### config.mk
export PLATFORM = sky130hd
export DESIGN_NAME = lfb_addr_top
export DESIGN_NICKNAME = d
export VERILOG_FILES = /design/src/verilog/lfb_pkg.sv /design/src/verilog/lfb_addr_entry.sv /design/src/verilog/lfb_addr_top.sv /design/src/verilog/lfb_alloc.sv /design/src/verilog/lfb_merge.sv
export SDC_FILE = /design/constraint.sdc
export NUM_CORES = 1
export LEC_CHECK = 0
export ABC_CLOCK_PERIOD_IN_PS = 2500
export BUFFER_PORTS_ARGS = -buffer_cell sky130_fd_sc_hd__buf_2
export CAP_MARGIN = 40
export CELL_PAD_IN_SITES_DETAIL_PLACEMENT = 1
export CELL_PAD_IN_SITES_GLOBAL_PLACEMENT = 1
export CORE_ASPECT_RATIO = 2
export CORE_UTILIZATION = 35
export DETAILED_ROUTE_END_ITERATION = 16
export PLACE_DENSITY = 0.69
export SLEW_MARGIN = 30
export SYNTH_ARGS = -nofsm -noshare
export SYNTH_HDL_FRONTEND = slang
export SYNTH_SLANG_ARGS = --single-unit
### constraint.sdc
create_clock -name lfb_addr_entry_clk -period 2.5 [get_ports lfb_addr_entry_clk]
set_clock_uncertainty 0.2 [all_clocks]
set_input_delay 0 -clock lfb_addr_entry_clk [delete_from_list [all_inputs] [get_ports lfb_addr_entry_clk]]
set_output_delay 0 -clock lfb_addr_entry_clk [all_outputs]
set_load 0.01 [all_outputs]
### src/verilog/lfb_pkg.sv
//==================================================
// line fill buffer shared definitions
// address widths, the address union and the
// request, victim-result and entry-status structs
//==================================================

package lfb_pkg;

  // address geometry
  localparam int pa_width      = 40;
  localparam int line_offset_w = 6;
  localparam int idx_w         = 8;
  localparam int tag_w         = pa_width - idx_w - line_offset_w;

  // id widths
  localparam int id_w      = 3;
  localparam int pfu_id_w  = 4;
  // room for the prefetch reply vectors
  localparam int pfu_vec_w = 9;

  //==================================================
  // physical address, raw or split into fields
  //==================================================
  typedef struct packed {
    logic [tag_w-1:0]         tag;
    logic [idx_w-1:0]         idx;
    logic [line_offset_w-1:0] offset;
  } paddr_fields_t;

  typedef union packed {
    logic [pa_width-1:0] raw;
    paddr_fields_t       fld;
  } paddr_u;

  //==================================================
  // request and status structs
  //==================================================
  // create request from rb or pfu
  typedef struct packed {
    logic                vld;
    logic                pfu;
    paddr_u              addr;
    logic                atomic;
    logic                depd;
    logic [pfu_id_w-1:0] pfu_id;
  } lfb_create_req_t;

  // victim line check result
  typedef struct packed {
    logic            vld;
    logic [id_w-1:0] id;
    logic            hit;
    logic            way;
  } lfb_rcl_info_t;

  // per-entry strobes
  typedef struct packed {
    logic create;
    logic pop;
    logic rcl_done;
  } lfb_entry_ctrl_t;

  // per-entry status toward the merger
  typedef struct packed {
    logic                 vld;
    logic                 vb_req;
    logic                 permit;
    logic                 abort;
    logic                 depd;
    logic                 refill_way;
    logic                 ld_hit;
    logic                 st_hit;
    logic                 discard;
    logic [pfu_vec_w-1:0] pfu_hit;
    logic [pfu_vec_w-1:0] pfu_miss;
  } lfb_entry_stat_t;

endpackage
### src/verilog/lfb_addr_entry.sv
//==================================================
// line fill buffer address entry
// holds one line address with its request flags,
// makes the linefill decision, the prefetch reply
// and the index compares
//==================================================
`timescale 1ns/1ps

module lfb_addr_entry #(
  parameter int pfu_id_num = 9
) (
  input  logic                         lfb_addr_entry_clk,
  input  logic                         cpurst_b,
  input  lfb_pkg::lfb_entry_ctrl_t     ctrl,
  input  lfb_pkg::lfb_create_req_t     create_req,
  input  lfb_pkg::lfb_rcl_info_t       rcl_info,
  input  logic                         vb_grnt,
  input  logic                         dcache_en,
  input  logic                         lm_already_snoop,
  input  logic [lfb_pkg::idx_w-1:0]    ld_da_idx,
  input  lfb_pkg::paddr_u              st_da_addr,
  input  logic                         ld_da_discard_grnt,
  output lfb_pkg::lfb_entry_stat_t     stat
);

  // index position inside the stored line address
  localparam int idx_lsb = lfb_pkg::line_offset_w - 4;

  logic                            vld;
  logic [lfb_pkg::pa_width-5:0]    line_addr;
  logic                            pfu_src;
  logic [lfb_pkg::pfu_id_w-1:0]    pfu_id;
  logic                            atomic;
  logic                            depd;
  logic                            vb_succ;
  logic                            rcl_done;
  logic                            dcache_hit;
  logic                            refill_way;
  logic                            already_reply;

  logic                            vb_req;
  logic                            atomic_abort;
  logic                            permit;
  logic                            abort;
  logic                            pfu_reply;
  logic                            ld_hit;
  logic                            st_hit;
  logic                            discard;

  //==================================================
  // entry registers
  //==================================================
  // pop wins over create
  always_ff @(posedge lfb_addr_entry_clk or negedge cpurst_b)
  begin
    if (!cpurst_b)
      vld <= 1'b0;
    else if (ctrl.pop)
      vld <= 1'b0;
    else if (ctrl.create)
      vld <= 1'b1;
  end

  // request payload
  always_ff @(posedge lfb_addr_entry_clk)
  begin
    if (ctrl.create)
    begin
      line_addr <= create_req.addr.raw[lfb_pkg::pa_width-1:4];
      pfu_src   <= create_req.pfu;
      pfu_id    <= create_req.pfu_id;
      atomic    <= create_req.atomic;
    end
  end

  always_ff @(posedge lfb_addr_entry_clk or negedge cpurst_b)
  begin
    if (!cpurst_b)
      depd <= 1'b0;
    else if (ctrl.create)
      depd <= create_req.depd;
    else if (discard)
      depd <= 1'b1;
  end

  // dcache off means no victim is needed
  always_ff @(posedge lfb_addr_entry_clk or negedge cpurst_b)
  begin
    if (!cpurst_b)
      vb_succ <= 1'b0;
    else if (ctrl.create)
      vb_succ <= !dcache_en;
    else if (vb_req && vb_grnt)
      vb_succ <= 1'b1;
  end

  // victim line check result
  always_ff @(posedge lfb_addr_entry_clk or negedge cpurst_b)
  begin
    if (!cpurst_b)
    begin
      rcl_done   <= 1'b0;
      dcache_hit <= 1'b0;
      refill_way <= 1'b0;
    end
    else if (ctrl.create)
    begin
      rcl_done   <= !dcache_en;
      dcache_hit <= 1'b0;
      refill_way <= 1'b0;
    end
    else if (ctrl.rcl_done)
    begin
      rcl_done   <= 1'b1;
      dcache_hit <= rcl_info.hit;
      refill_way <= rcl_info.way;
    end
  end

  // marks the prefetch reply as sent
  always_ff @(posedge lfb_addr_entry_clk or negedge cpurst_b)
  begin
    if (!cpurst_b)
      already_reply <= 1'b0;
    else if (ctrl.create)
      already_reply <= 1'b0;
    else if (rcl_done)
      already_reply <= 1'b1;
  end

  //==================================================
  // victim request and linefill decision
  //==================================================
  assign vb_req = vld && !vb_succ;

  // a hit line not yet snooped must not be refilled by an atomic
  assign atomic_abort = !lm_already_snoop && dcache_hit;
  assign permit       = rcl_done && (!dcache_hit || (atomic && !atomic_abort));
  assign abort        = rcl_done && dcache_hit && (pfu_src || (atomic && atomic_abort));

  //==================================================
  // prefetch reply and index compares
  //==================================================
  assign pfu_reply = vld && pfu_src && rcl_done && !already_reply;

  assign ld_hit  = vld && (line_addr[idx_lsb +: lfb_pkg::idx_w] == ld_da_idx);
  assign st_hit  = vld && (line_addr[idx_lsb +: lfb_pkg::idx_w] == st_da_addr.fld.idx);
  assign discard = ld_da_discard_grnt && ld_hit;

  always_comb
  begin
    stat            = '0;
    stat.vld        = vld;
    stat.vb_req     = vb_req;
    stat.permit     = permit;
    stat.abort      = abort;
    stat.depd       = depd;
    stat.refill_way = refill_way;
    stat.ld_hit     = ld_hit;
    stat.st_hit     = st_hit;
    stat.discard    = discard;
    // one-hot on the stored pfu id
    for (int k = 0; k < pfu_id_num; k++)
    begin
      stat.pfu_hit[k]  = pfu_reply && dcache_hit && (pfu_id == lfb_pkg::pfu_id_w'(k));
      stat.pfu_miss[k] = pfu_reply && !dcache_hit && (pfu_id == lfb_pkg::pfu_id_w'(k));
    end
  end

endmodule

### src/verilog/lfb_addr_top.sv
//==================================================
// line fill buffer address side top level
// allocator, entry array and status merger
//==================================================
`timescale 1ns/1ps

module lfb_addr_top #(
  parameter int entry_num  = 8,
  parameter int pfu_id_num = 9
) (
  input  logic                         lfb_addr_entry_clk,
  input  logic                         cpurst_b,
  input  lfb_pkg::lfb_create_req_t     create_req,
  input  logic                         pop_vld,
  input  logic [lfb_pkg::id_w-1:0]     pop_id,
  input  lfb_pkg::lfb_rcl_info_t       rcl_info,
  input  logic                         vb_grnt,
  input  logic                         dcache_en,
  input  logic                         lm_already_snoop,
  input  logic [lfb_pkg::idx_w-1:0]    ld_da_idx,
  input  lfb_pkg::paddr_u              st_da_addr,
  input  logic                         ld_da_discard_grnt,
  output logic                         full,
  output logic [lfb_pkg::id_w-1:0]     create_id,
  output logic [entry_num-1:0]         entry_vld,
  output logic                         vb_pe_req,
  output logic [lfb_pkg::id_w-1:0]     vb_req_id,
  output logic [entry_num-1:0]         linefill_permit,
  output logic [entry_num-1:0]         linefill_abort,
  output logic [entry_num-1:0]         depd,
  output logic [entry_num-1:0]         refill_way,
  output logic [pfu_id_num-1:0]        pfu_dcache_hit,
  output logic [pfu_id_num-1:0]        pfu_dcache_miss,
  output logic                         ld_da_hit_idx,
  output logic                         st_da_hit_idx,
  output logic                         discard_vld
);

  lfb_pkg::lfb_entry_ctrl_t entry_ctrl [entry_num];
  lfb_pkg::lfb_entry_stat_t entry_stat [entry_num];
  logic [entry_num-1:0]     vb_grnt_oh;

  //==================================================
  // allocator
  //==================================================
  lfb_alloc #(
    .entry_num (entry_num)
  ) u_alloc (
    .lfb_addr_entry_clk (lfb_addr_entry_clk),
    .cpurst_b           (cpurst_b),
    .create_req         (create_req),
    .pop_vld            (pop_vld),
    .pop_id             (pop_id),
    .rcl_info           (rcl_info),
    .entry_vld          (entry_vld),
    .entry_ctrl         (entry_ctrl),
    .create_id          (create_id),
    .full               (full)
  );

  //==================================================
  // fill entries
  //==================================================
  for (genvar i = 0; i < entry_num; i++)
  begin : g_entry
    lfb_addr_entry #(
      .pfu_id_num (pfu_id_num)
    ) u_entry (
      .lfb_addr_entry_clk (lfb_addr_entry_clk),
      .cpurst_b           (cpurst_b),
      .ctrl               (entry_ctrl[i]),
      .create_req         (create_req),
      .rcl_info           (rcl_info),
      .vb_grnt            (vb_grnt_oh[i]),
      .dcache_en          (dcache_en),
      .lm_already_snoop   (lm_already_snoop),
      .ld_da_idx          (ld_da_idx),
      .st_da_addr         (st_da_addr),
      .ld_da_discard_grnt (ld_da_discard_grnt),
      .stat               (entry_stat[i])
    );
  end

  //==================================================
  // merger
  //==================================================
  lfb_merge #(
    .entry_num  (entry_num),
    .pfu_id_num (pfu_id_num)
  ) u_merge (
    .entry_stat      (entry_stat),
    .vb_grnt         (vb_grnt),
    .vb_grnt_oh      (vb_grnt_oh),
    .entry_vld       (entry_vld),
    .vb_pe_req       (vb_pe_req),
    .vb_req_id       (vb_req_id),
    .linefill_permit (linefill_permit),
    .linefill_abort  (linefill_abort),
    .depd            (depd),
    .refill_way      (refill_way),
    .pfu_dcache_hit  (pfu_dcache_hit),
    .pfu_dcache_miss (pfu_dcache_miss),
    .ld_da_hit_idx   (ld_da_hit_idx),
    .st_da_hit_idx   (st_da_hit_idx),
    .discard_vld     (discard_vld)
  );

endmodule

### src/verilog/lfb_alloc.sv
//==================================================
// line fill buffer allocator
// picks the lowest free entry and decodes the
// pop and victim-result ids into entry strobes
//==================================================
`timescale 1ns/1ps

module lfb_alloc #(
  parameter int entry_num = 8
) (
  input  logic                           lfb_addr_entry_clk,
  input  logic                           cpurst_b,
  input  lfb_pkg::lfb_create_req_t       create_req,
  input  logic                           pop_vld,
  input  logic [lfb_pkg::id_w-1:0]       pop_id,
  input  lfb_pkg::lfb_rcl_info_t         rcl_info,
  input  logic [entry_num-1:0]           entry_vld,
  output lfb_pkg::lfb_entry_ctrl_t       entry_ctrl [entry_num],
  output logic [lfb_pkg::id_w-1:0]       create_id,
  output logic                           full
);

  logic create_ok;

  //==================================================
  // lowest free entry
  //==================================================
  always_comb
  begin
    create_id = '0;
    // walk down so the lowest free index wins
    for (int i = entry_num - 1; i >= 0; i--)
    begin
      if (!entry_vld[i])
      begin
        create_id = lfb_pkg::id_w'(i);
      end
    end
  end

  assign full      = &entry_vld;
  assign create_ok = create_req.vld && !full;

  //==================================================
  // per-entry strobe decode
  //==================================================
  always_comb
  begin
    for (int i = 0; i < entry_num; i++)
    begin
      entry_ctrl[i].create   = create_ok && (create_id == lfb_pkg::id_w'(i));
      entry_ctrl[i].pop      = pop_vld && (pop_id == lfb_pkg::id_w'(i));
      entry_ctrl[i].rcl_done = rcl_info.vld && (rcl_info.id == lfb_pkg::id_w'(i));
    end
  end

endmodule

### src/verilog/lfb_merge.sv
//==================================================
// line fill buffer status merger
// gathers the entry status into vectors, ORs the
// hit and prefetch vectors and arbitrates victim
// buffer requests, lowest index first
//==================================================
`timescale 1ns/1ps

module lfb_merge #(
  parameter int entry_num  = 8,
  parameter int pfu_id_num = 9
) (
  input  lfb_pkg::lfb_entry_stat_t     entry_stat [entry_num],
  input  logic                         vb_grnt,
  output logic [entry_num-1:0]         vb_grnt_oh,
  output logic [entry_num-1:0]         entry_vld,
  output logic                         vb_pe_req,
  output logic [lfb_pkg::id_w-1:0]     vb_req_id,
  output logic [entry_num-1:0]         linefill_permit,
  output logic [entry_num-1:0]         linefill_abort,
  output logic [entry_num-1:0]         depd,
  output logic [entry_num-1:0]         refill_way,
  output logic [pfu_id_num-1:0]        pfu_dcache_hit,
  output logic [pfu_id_num-1:0]        pfu_dcache_miss,
  output logic                         ld_da_hit_idx,
  output logic                         st_da_hit_idx,
  output logic                         discard_vld
);

  logic [entry_num-1:0] req_oh;

  //==================================================
  // status vectors and OR trees
  //==================================================
  always_comb
  begin
    pfu_dcache_hit  = '0;
    pfu_dcache_miss = '0;
    ld_da_hit_idx   = 1'b0;
    st_da_hit_idx   = 1'b0;
    discard_vld     = 1'b0;
    for (int i = 0; i < entry_num; i++)
    begin
      entry_vld[i]       = entry_stat[i].vld;
      linefill_permit[i] = entry_stat[i].permit;
      linefill_abort[i]  = entry_stat[i].abort;
      depd[i]            = entry_stat[i].depd;
      refill_way[i]      = entry_stat[i].refill_way;
      pfu_dcache_hit     = pfu_dcache_hit | entry_stat[i].pfu_hit[pfu_id_num-1:0];
      pfu_dcache_miss    = pfu_dcache_miss | entry_stat[i].pfu_miss[pfu_id_num-1:0];
      ld_da_hit_idx      = ld_da_hit_idx | entry_stat[i].ld_hit;
      st_da_hit_idx      = st_da_hit_idx | entry_stat[i].st_hit;
      discard_vld        = discard_vld | entry_stat[i].discard;
    end
  end

  //==================================================
  // victim buffer request arbitration
  //==================================================
  // fixed priority, scanned downward so the lowest wins
  always_comb
  begin
    vb_pe_req = 1'b0;
    vb_req_id = '0;
    req_oh    = '0;
    for (int i = entry_num - 1; i >= 0; i--)
    begin
      if (entry_stat[i].vb_req)
      begin
        vb_pe_req = 1'b1;
        vb_req_id = lfb_pkg::id_w'(i);
        req_oh    = '0;
        req_oh[i] = 1'b1;
      end
    end
  end

  // grant only while the victim buffer accepts
  assign vb_grnt_oh = vb_grnt ? req_oh : '0;

endmodule

==> flow_summary.yaml <==
timing:
  max-slew-margin-rel_pct: 52.5
  finalSetupTns_ps: -18.9
  fin_ws_ps: -18.9
  post_route_clock_period_utilization_pct: 101
  final.min_clock_period_ps: 2520
  final-max-slew-violation-count: 0
  rsz0062_at_grt: "true"
  timing.final.setup_violations: 1
  slew_worst_pin_ps: 706
  fmax_ghz: 0.397
  final_hold_viol_count: 0
placed_design:
  place.detailed.hpwl_um: 30500
  io_buffers: 116
  place.detailed.instances: 1350
  gp_routability_congestion: 0.969
  dp_worst_setup_slack_ps: 278
clocking:
  clock-sinks: 168
  clkSlewWorstSetupHoldPaths_ps: 70
  cts_tree: "done"
  cts-buffers-inserted: 17
  worst_skew_pair.late_latency_ps: 460
  cts_htree_levels: 4
  ctsRootBufferMaster: "sky130_fd_sc_hd__clkbuf_16"
  max-clock-path-buffers: 2
grt:
  number_of_antenna_violations_at_the_first_check_in_global_routing: 0
  grt.overflow.total: 0
  grt_pass1_wl_um: 56500
  grt_pass1_vias: 8715
  grt_util_all_layers_pct: 28.8
  grt_max_degree: 31
power_and_ir_drop:
  total_power_mw: 9.47
  leakage_nw: 4.51
  switching_share_pct: 35.4
  power.clock.fraction_pct: 28.3
  cellInternalPower_mw: 6.11
  ir_worst_vdd_uv: 581
  switching_power_mw: 3.35
  seqPwrFrac_pct: 42.4
  power.share.combinational_pct: 29.2
  pwr_density_cell_nw_per_um2: 781
critical_path:
  cp_cell_instances: "xor2_2 > nor3_1 > nand4_1 > o41ai_1 > or4_4 > buf_2"
  worst_path_largest_cell_delay_ps: 490
  worst-setup-path-type: "reg2out"
  critical_path_peak_fanout: 2
  arrival_ps: 2320
  timing.critical_path.required_ps: 2300
  critical_path.startpoint_type: "flop"
  cpMaxStageDelayCell: "sky130_fd_sc_hd__or4_4"
  timing.critical_path.to_type: "output port"
die:
  die_width_um: 119
  num_rows: 85
  fp.dieArea_um2: 28000
  chipHeight_um: 236
  initial_core_util_pct: 35.5
  top_level_ports: 181
  core_area_um2: 26900
logic_synthesis:
  synth_commonest_cells: "sky130_fd_sc_hd__edfxtp_1, sky130_fd_sc_hd__nor2_1, sky130_fd_sc_hd__xnor2_1, sky130_fd_sc_hd__dfrtp_1, sky130_fd_sc_hd__nand2_1"
  edff_count_synth: 112
  synth_largest_area_cell: "sky130_fd_sc_hd__edfxtp_1"
  synthesis.yosys.warnings: 0
  ys_seq_elements: 168
  synth_top_cells_by_area: "sky130_fd_sc_hd__edfxtp_1, sky130_fd_sc_hd__dfrtp_1, sky130_fd_sc_hd__xnor2_1"
  yosysTopAreaCellShare_pct: 35.2
  post_synth_inst_count: 910
  postSynth.topFlopCell: "sky130_fd_sc_hd__edfxtp_1"
  synth_seq_area_share_pct: 49.8
  synthDistinctLibCells: 64
  synthArstFlopShare_pct: 33.3
  synthMostInstantiatedCell: "sky130_fd_sc_hd__edfxtp_1"
  postSynthAreaPerCell_um2: 10.5
  netlist_area_um2: 9560
  synth_fp_nets: 1022
hold_path:
  min-delay-path-class: "in2reg"
final_layout:
  post-route-util_pct: 45.1
  flow.area_growth_from_synthesis_pct: 26.8
  nNetsFinal: 1192
  stdcell_count: 1441
  drive_gt1_share_pct: 29.5
  antenna_cells_inserted: 0
  fillers: 2984
routing:
  detailroute.via_count: 8050
  drt_first_iter_violations: 442
  drt-pass1-iter-count: 4
  drc: 0
  antenna_violating_nets_post_route: 0
  post_drt_via_cell_ratio: 5.59
  post_drt_wl_per_cell_um: 27.3
  postRouteWirelength_um: 39300
status:
  failed_checks: "negative setup slack"
  outcome: "complete, but fails checks"
run:
  maxCapViolations: 0
==> layer usage <==
layer	track usage, %	wire (um)
met1	22.7	11300
met2	57.6	22900
met3	4.02	1060
met4	26.9	3980
met5	0	0
==> kinds of logic (layout without fill, tap and decap cells) <==
family          count (synthesis)  after routing  synth area share (%)
flops                         168            168                  49.8
simple gates                  360            360                  20.3
compound gates                128            128                  9.60
mux                            22             22                  2.30
xor+xnor                      128            128                  11.7
buf+inv                       104            287                  6.19
==> metrics by stage <==
step | hold WS, ps | instance area (um2)
2_1_floorplan | -496 | 9560
3_3_place_gp | -107 | 10600
5_1_grt | 140 | 12100
3_5_place_dp | -103 | 10600
6_report | 143 | 12100
4_1_cts | 112 | 11800
==> sequential cells by signal (all words and copies together), names as in the netlist <==
| signal | cells |
|---|---|
| g_entry.u_entry.pfu_src | 8 |
| g_entry.u_entry.refill_way | 8 |
| g_entry.u_entry.atomic | 8 |
| g_entry.u_entry.depd | 8 |
| g_entry.u_entry.pfu_id | 32 |
| g_entry.u_entry.line_addr | 64 |
| g_entry.u_entry.dcache_hit | 8 |
| g_entry.u_entry.vld | 8 |
| g_entry.u_entry.rcl_done | 8 |
| g_entry.u_entry.vb_succ | 8 |
| g_entry.u_entry.already_reply | 8 |
==> power by group through the flow <==
stage | clock network (mW) | registers (mW) | logic (mW)
6_report | 2.68 | 4.02 | 2.77
5_1_grt | 2.82 | 4.08 | 2.95
4_1_cts | 2.73 | 4.00 | 2.67
3_5_place_dp | 0 | 4.06 | 2.49
3_3_place_gp | 0 | 4.03 | 2.44
2_1_floorplan | 0 | 3.81 | 1.84
==> worst max-delay path, delay by kind of cell (launching register included) <==
family / cells / cell delay, ps
compound gates: 1 / 100
xor+xnor: 1 / 340
buf+inv: 1 / 150
flops: 1 / 450
simple gates: 3 / 810
==> layout make-up <==
| class | count | area (um2) | share of cell area (%) |
|---|---|---|---|
| Sequential cell | 168 | 4770 | 39.3 |
| Multi-Input combinational cell | 638 | 4600 | 38.0 |
| Timing Repair Buffer | 238 | 1660 | 13.7 |
| Tap cell | 348 | 435 | 3.59 |
| Clock buffer | 17 | 425 | 3.51 |
| Clock inverter | 15 | 166 | 1.37 |
| Inverter | 17 | 67.6 | 0.557 |
==> path summary, 6_finish.rpt <==
| check | start | end | slack, ps | cells past startpoint |
|---|---|---|---|---|
| max in group asynchronous | cpurst_b | g_entry[7].u_entry.depd | 1250 | 4 |
| setup / recovery | g_entry[4].u_entry.line_addr[5] | st_da_hit_idx | -20 | 6 |
| setup reg to reg | g_entry[1].u_entry.line_addr[9] | g_entry[1].u_entry.depd | 110 | 7 |
| min in group asynchronous | cpurst_b | g_entry[1].u_entry.vld | 510 | 4 |
| hold / removal | ld_da_idx[2] | g_entry[6].u_entry.depd | 140 | 5 |
| hold reg to reg | g_entry[1].u_entry.already_reply | g_entry[1].u_entry.already_reply | 290 | 2 |
==> repair_timing <==
action / CTS / global route
setup endpoints to repair: 18 / 18
hold buffers: 41 / 0
hold endpoints to repair: 216 / 0
buffers inserted: 5 / 13
cloned: 0 / 0
pin swaps: 4 / 16
gates resized for setup: 31 / 49
==> placed cells by master (no fill, tap or decap), types with 9 or more instances in the layout <==
master and n:
sky130_fd_sc_hd__xnor2_1 76, sky130_fd_sc_hd__nand3_1 34, sky130_fd_sc_hd__nand4_1 18, sky130_fd_sc_hd__a21oi_1 31
sky130_fd_sc_hd__nor2_1 85, sky130_fd_sc_hd__o22ai_1 16, sky130_fd_sc_hd__clkbuf_16 17, sky130_fd_sc_hd__nor2b_1 15
sky130_fd_sc_hd__inv_1 15, sky130_fd_sc_hd__nand2_1 53, sky130_fd_sc_hd__buf_4 77, sky130_fd_sc_hd__nor4_1 13
sky130_fd_sc_hd__nor3_1 28, sky130_fd_sc_hd__nor3_2 9, sky130_fd_sc_hd__buf_2 115, sky130_fd_sc_hd__xor2_1 46
sky130_fd_sc_hd__nand3b_1 10, sky130_fd_sc_hd__dfrtp_1 50, sky130_fd_sc_hd__mux2i_1 22, sky130_fd_sc_hd__a31oi_1 9
sky130_fd_sc_hd__edfxtp_1 112, sky130_fd_sc_hd__dlygate4sd3_1 40, sky130_fd_sc_hd__a211oi_1 9, sky130_fd_sc_hd__nand2b_1 21
No activity file was read; power rests on OpenSTA's default activity.
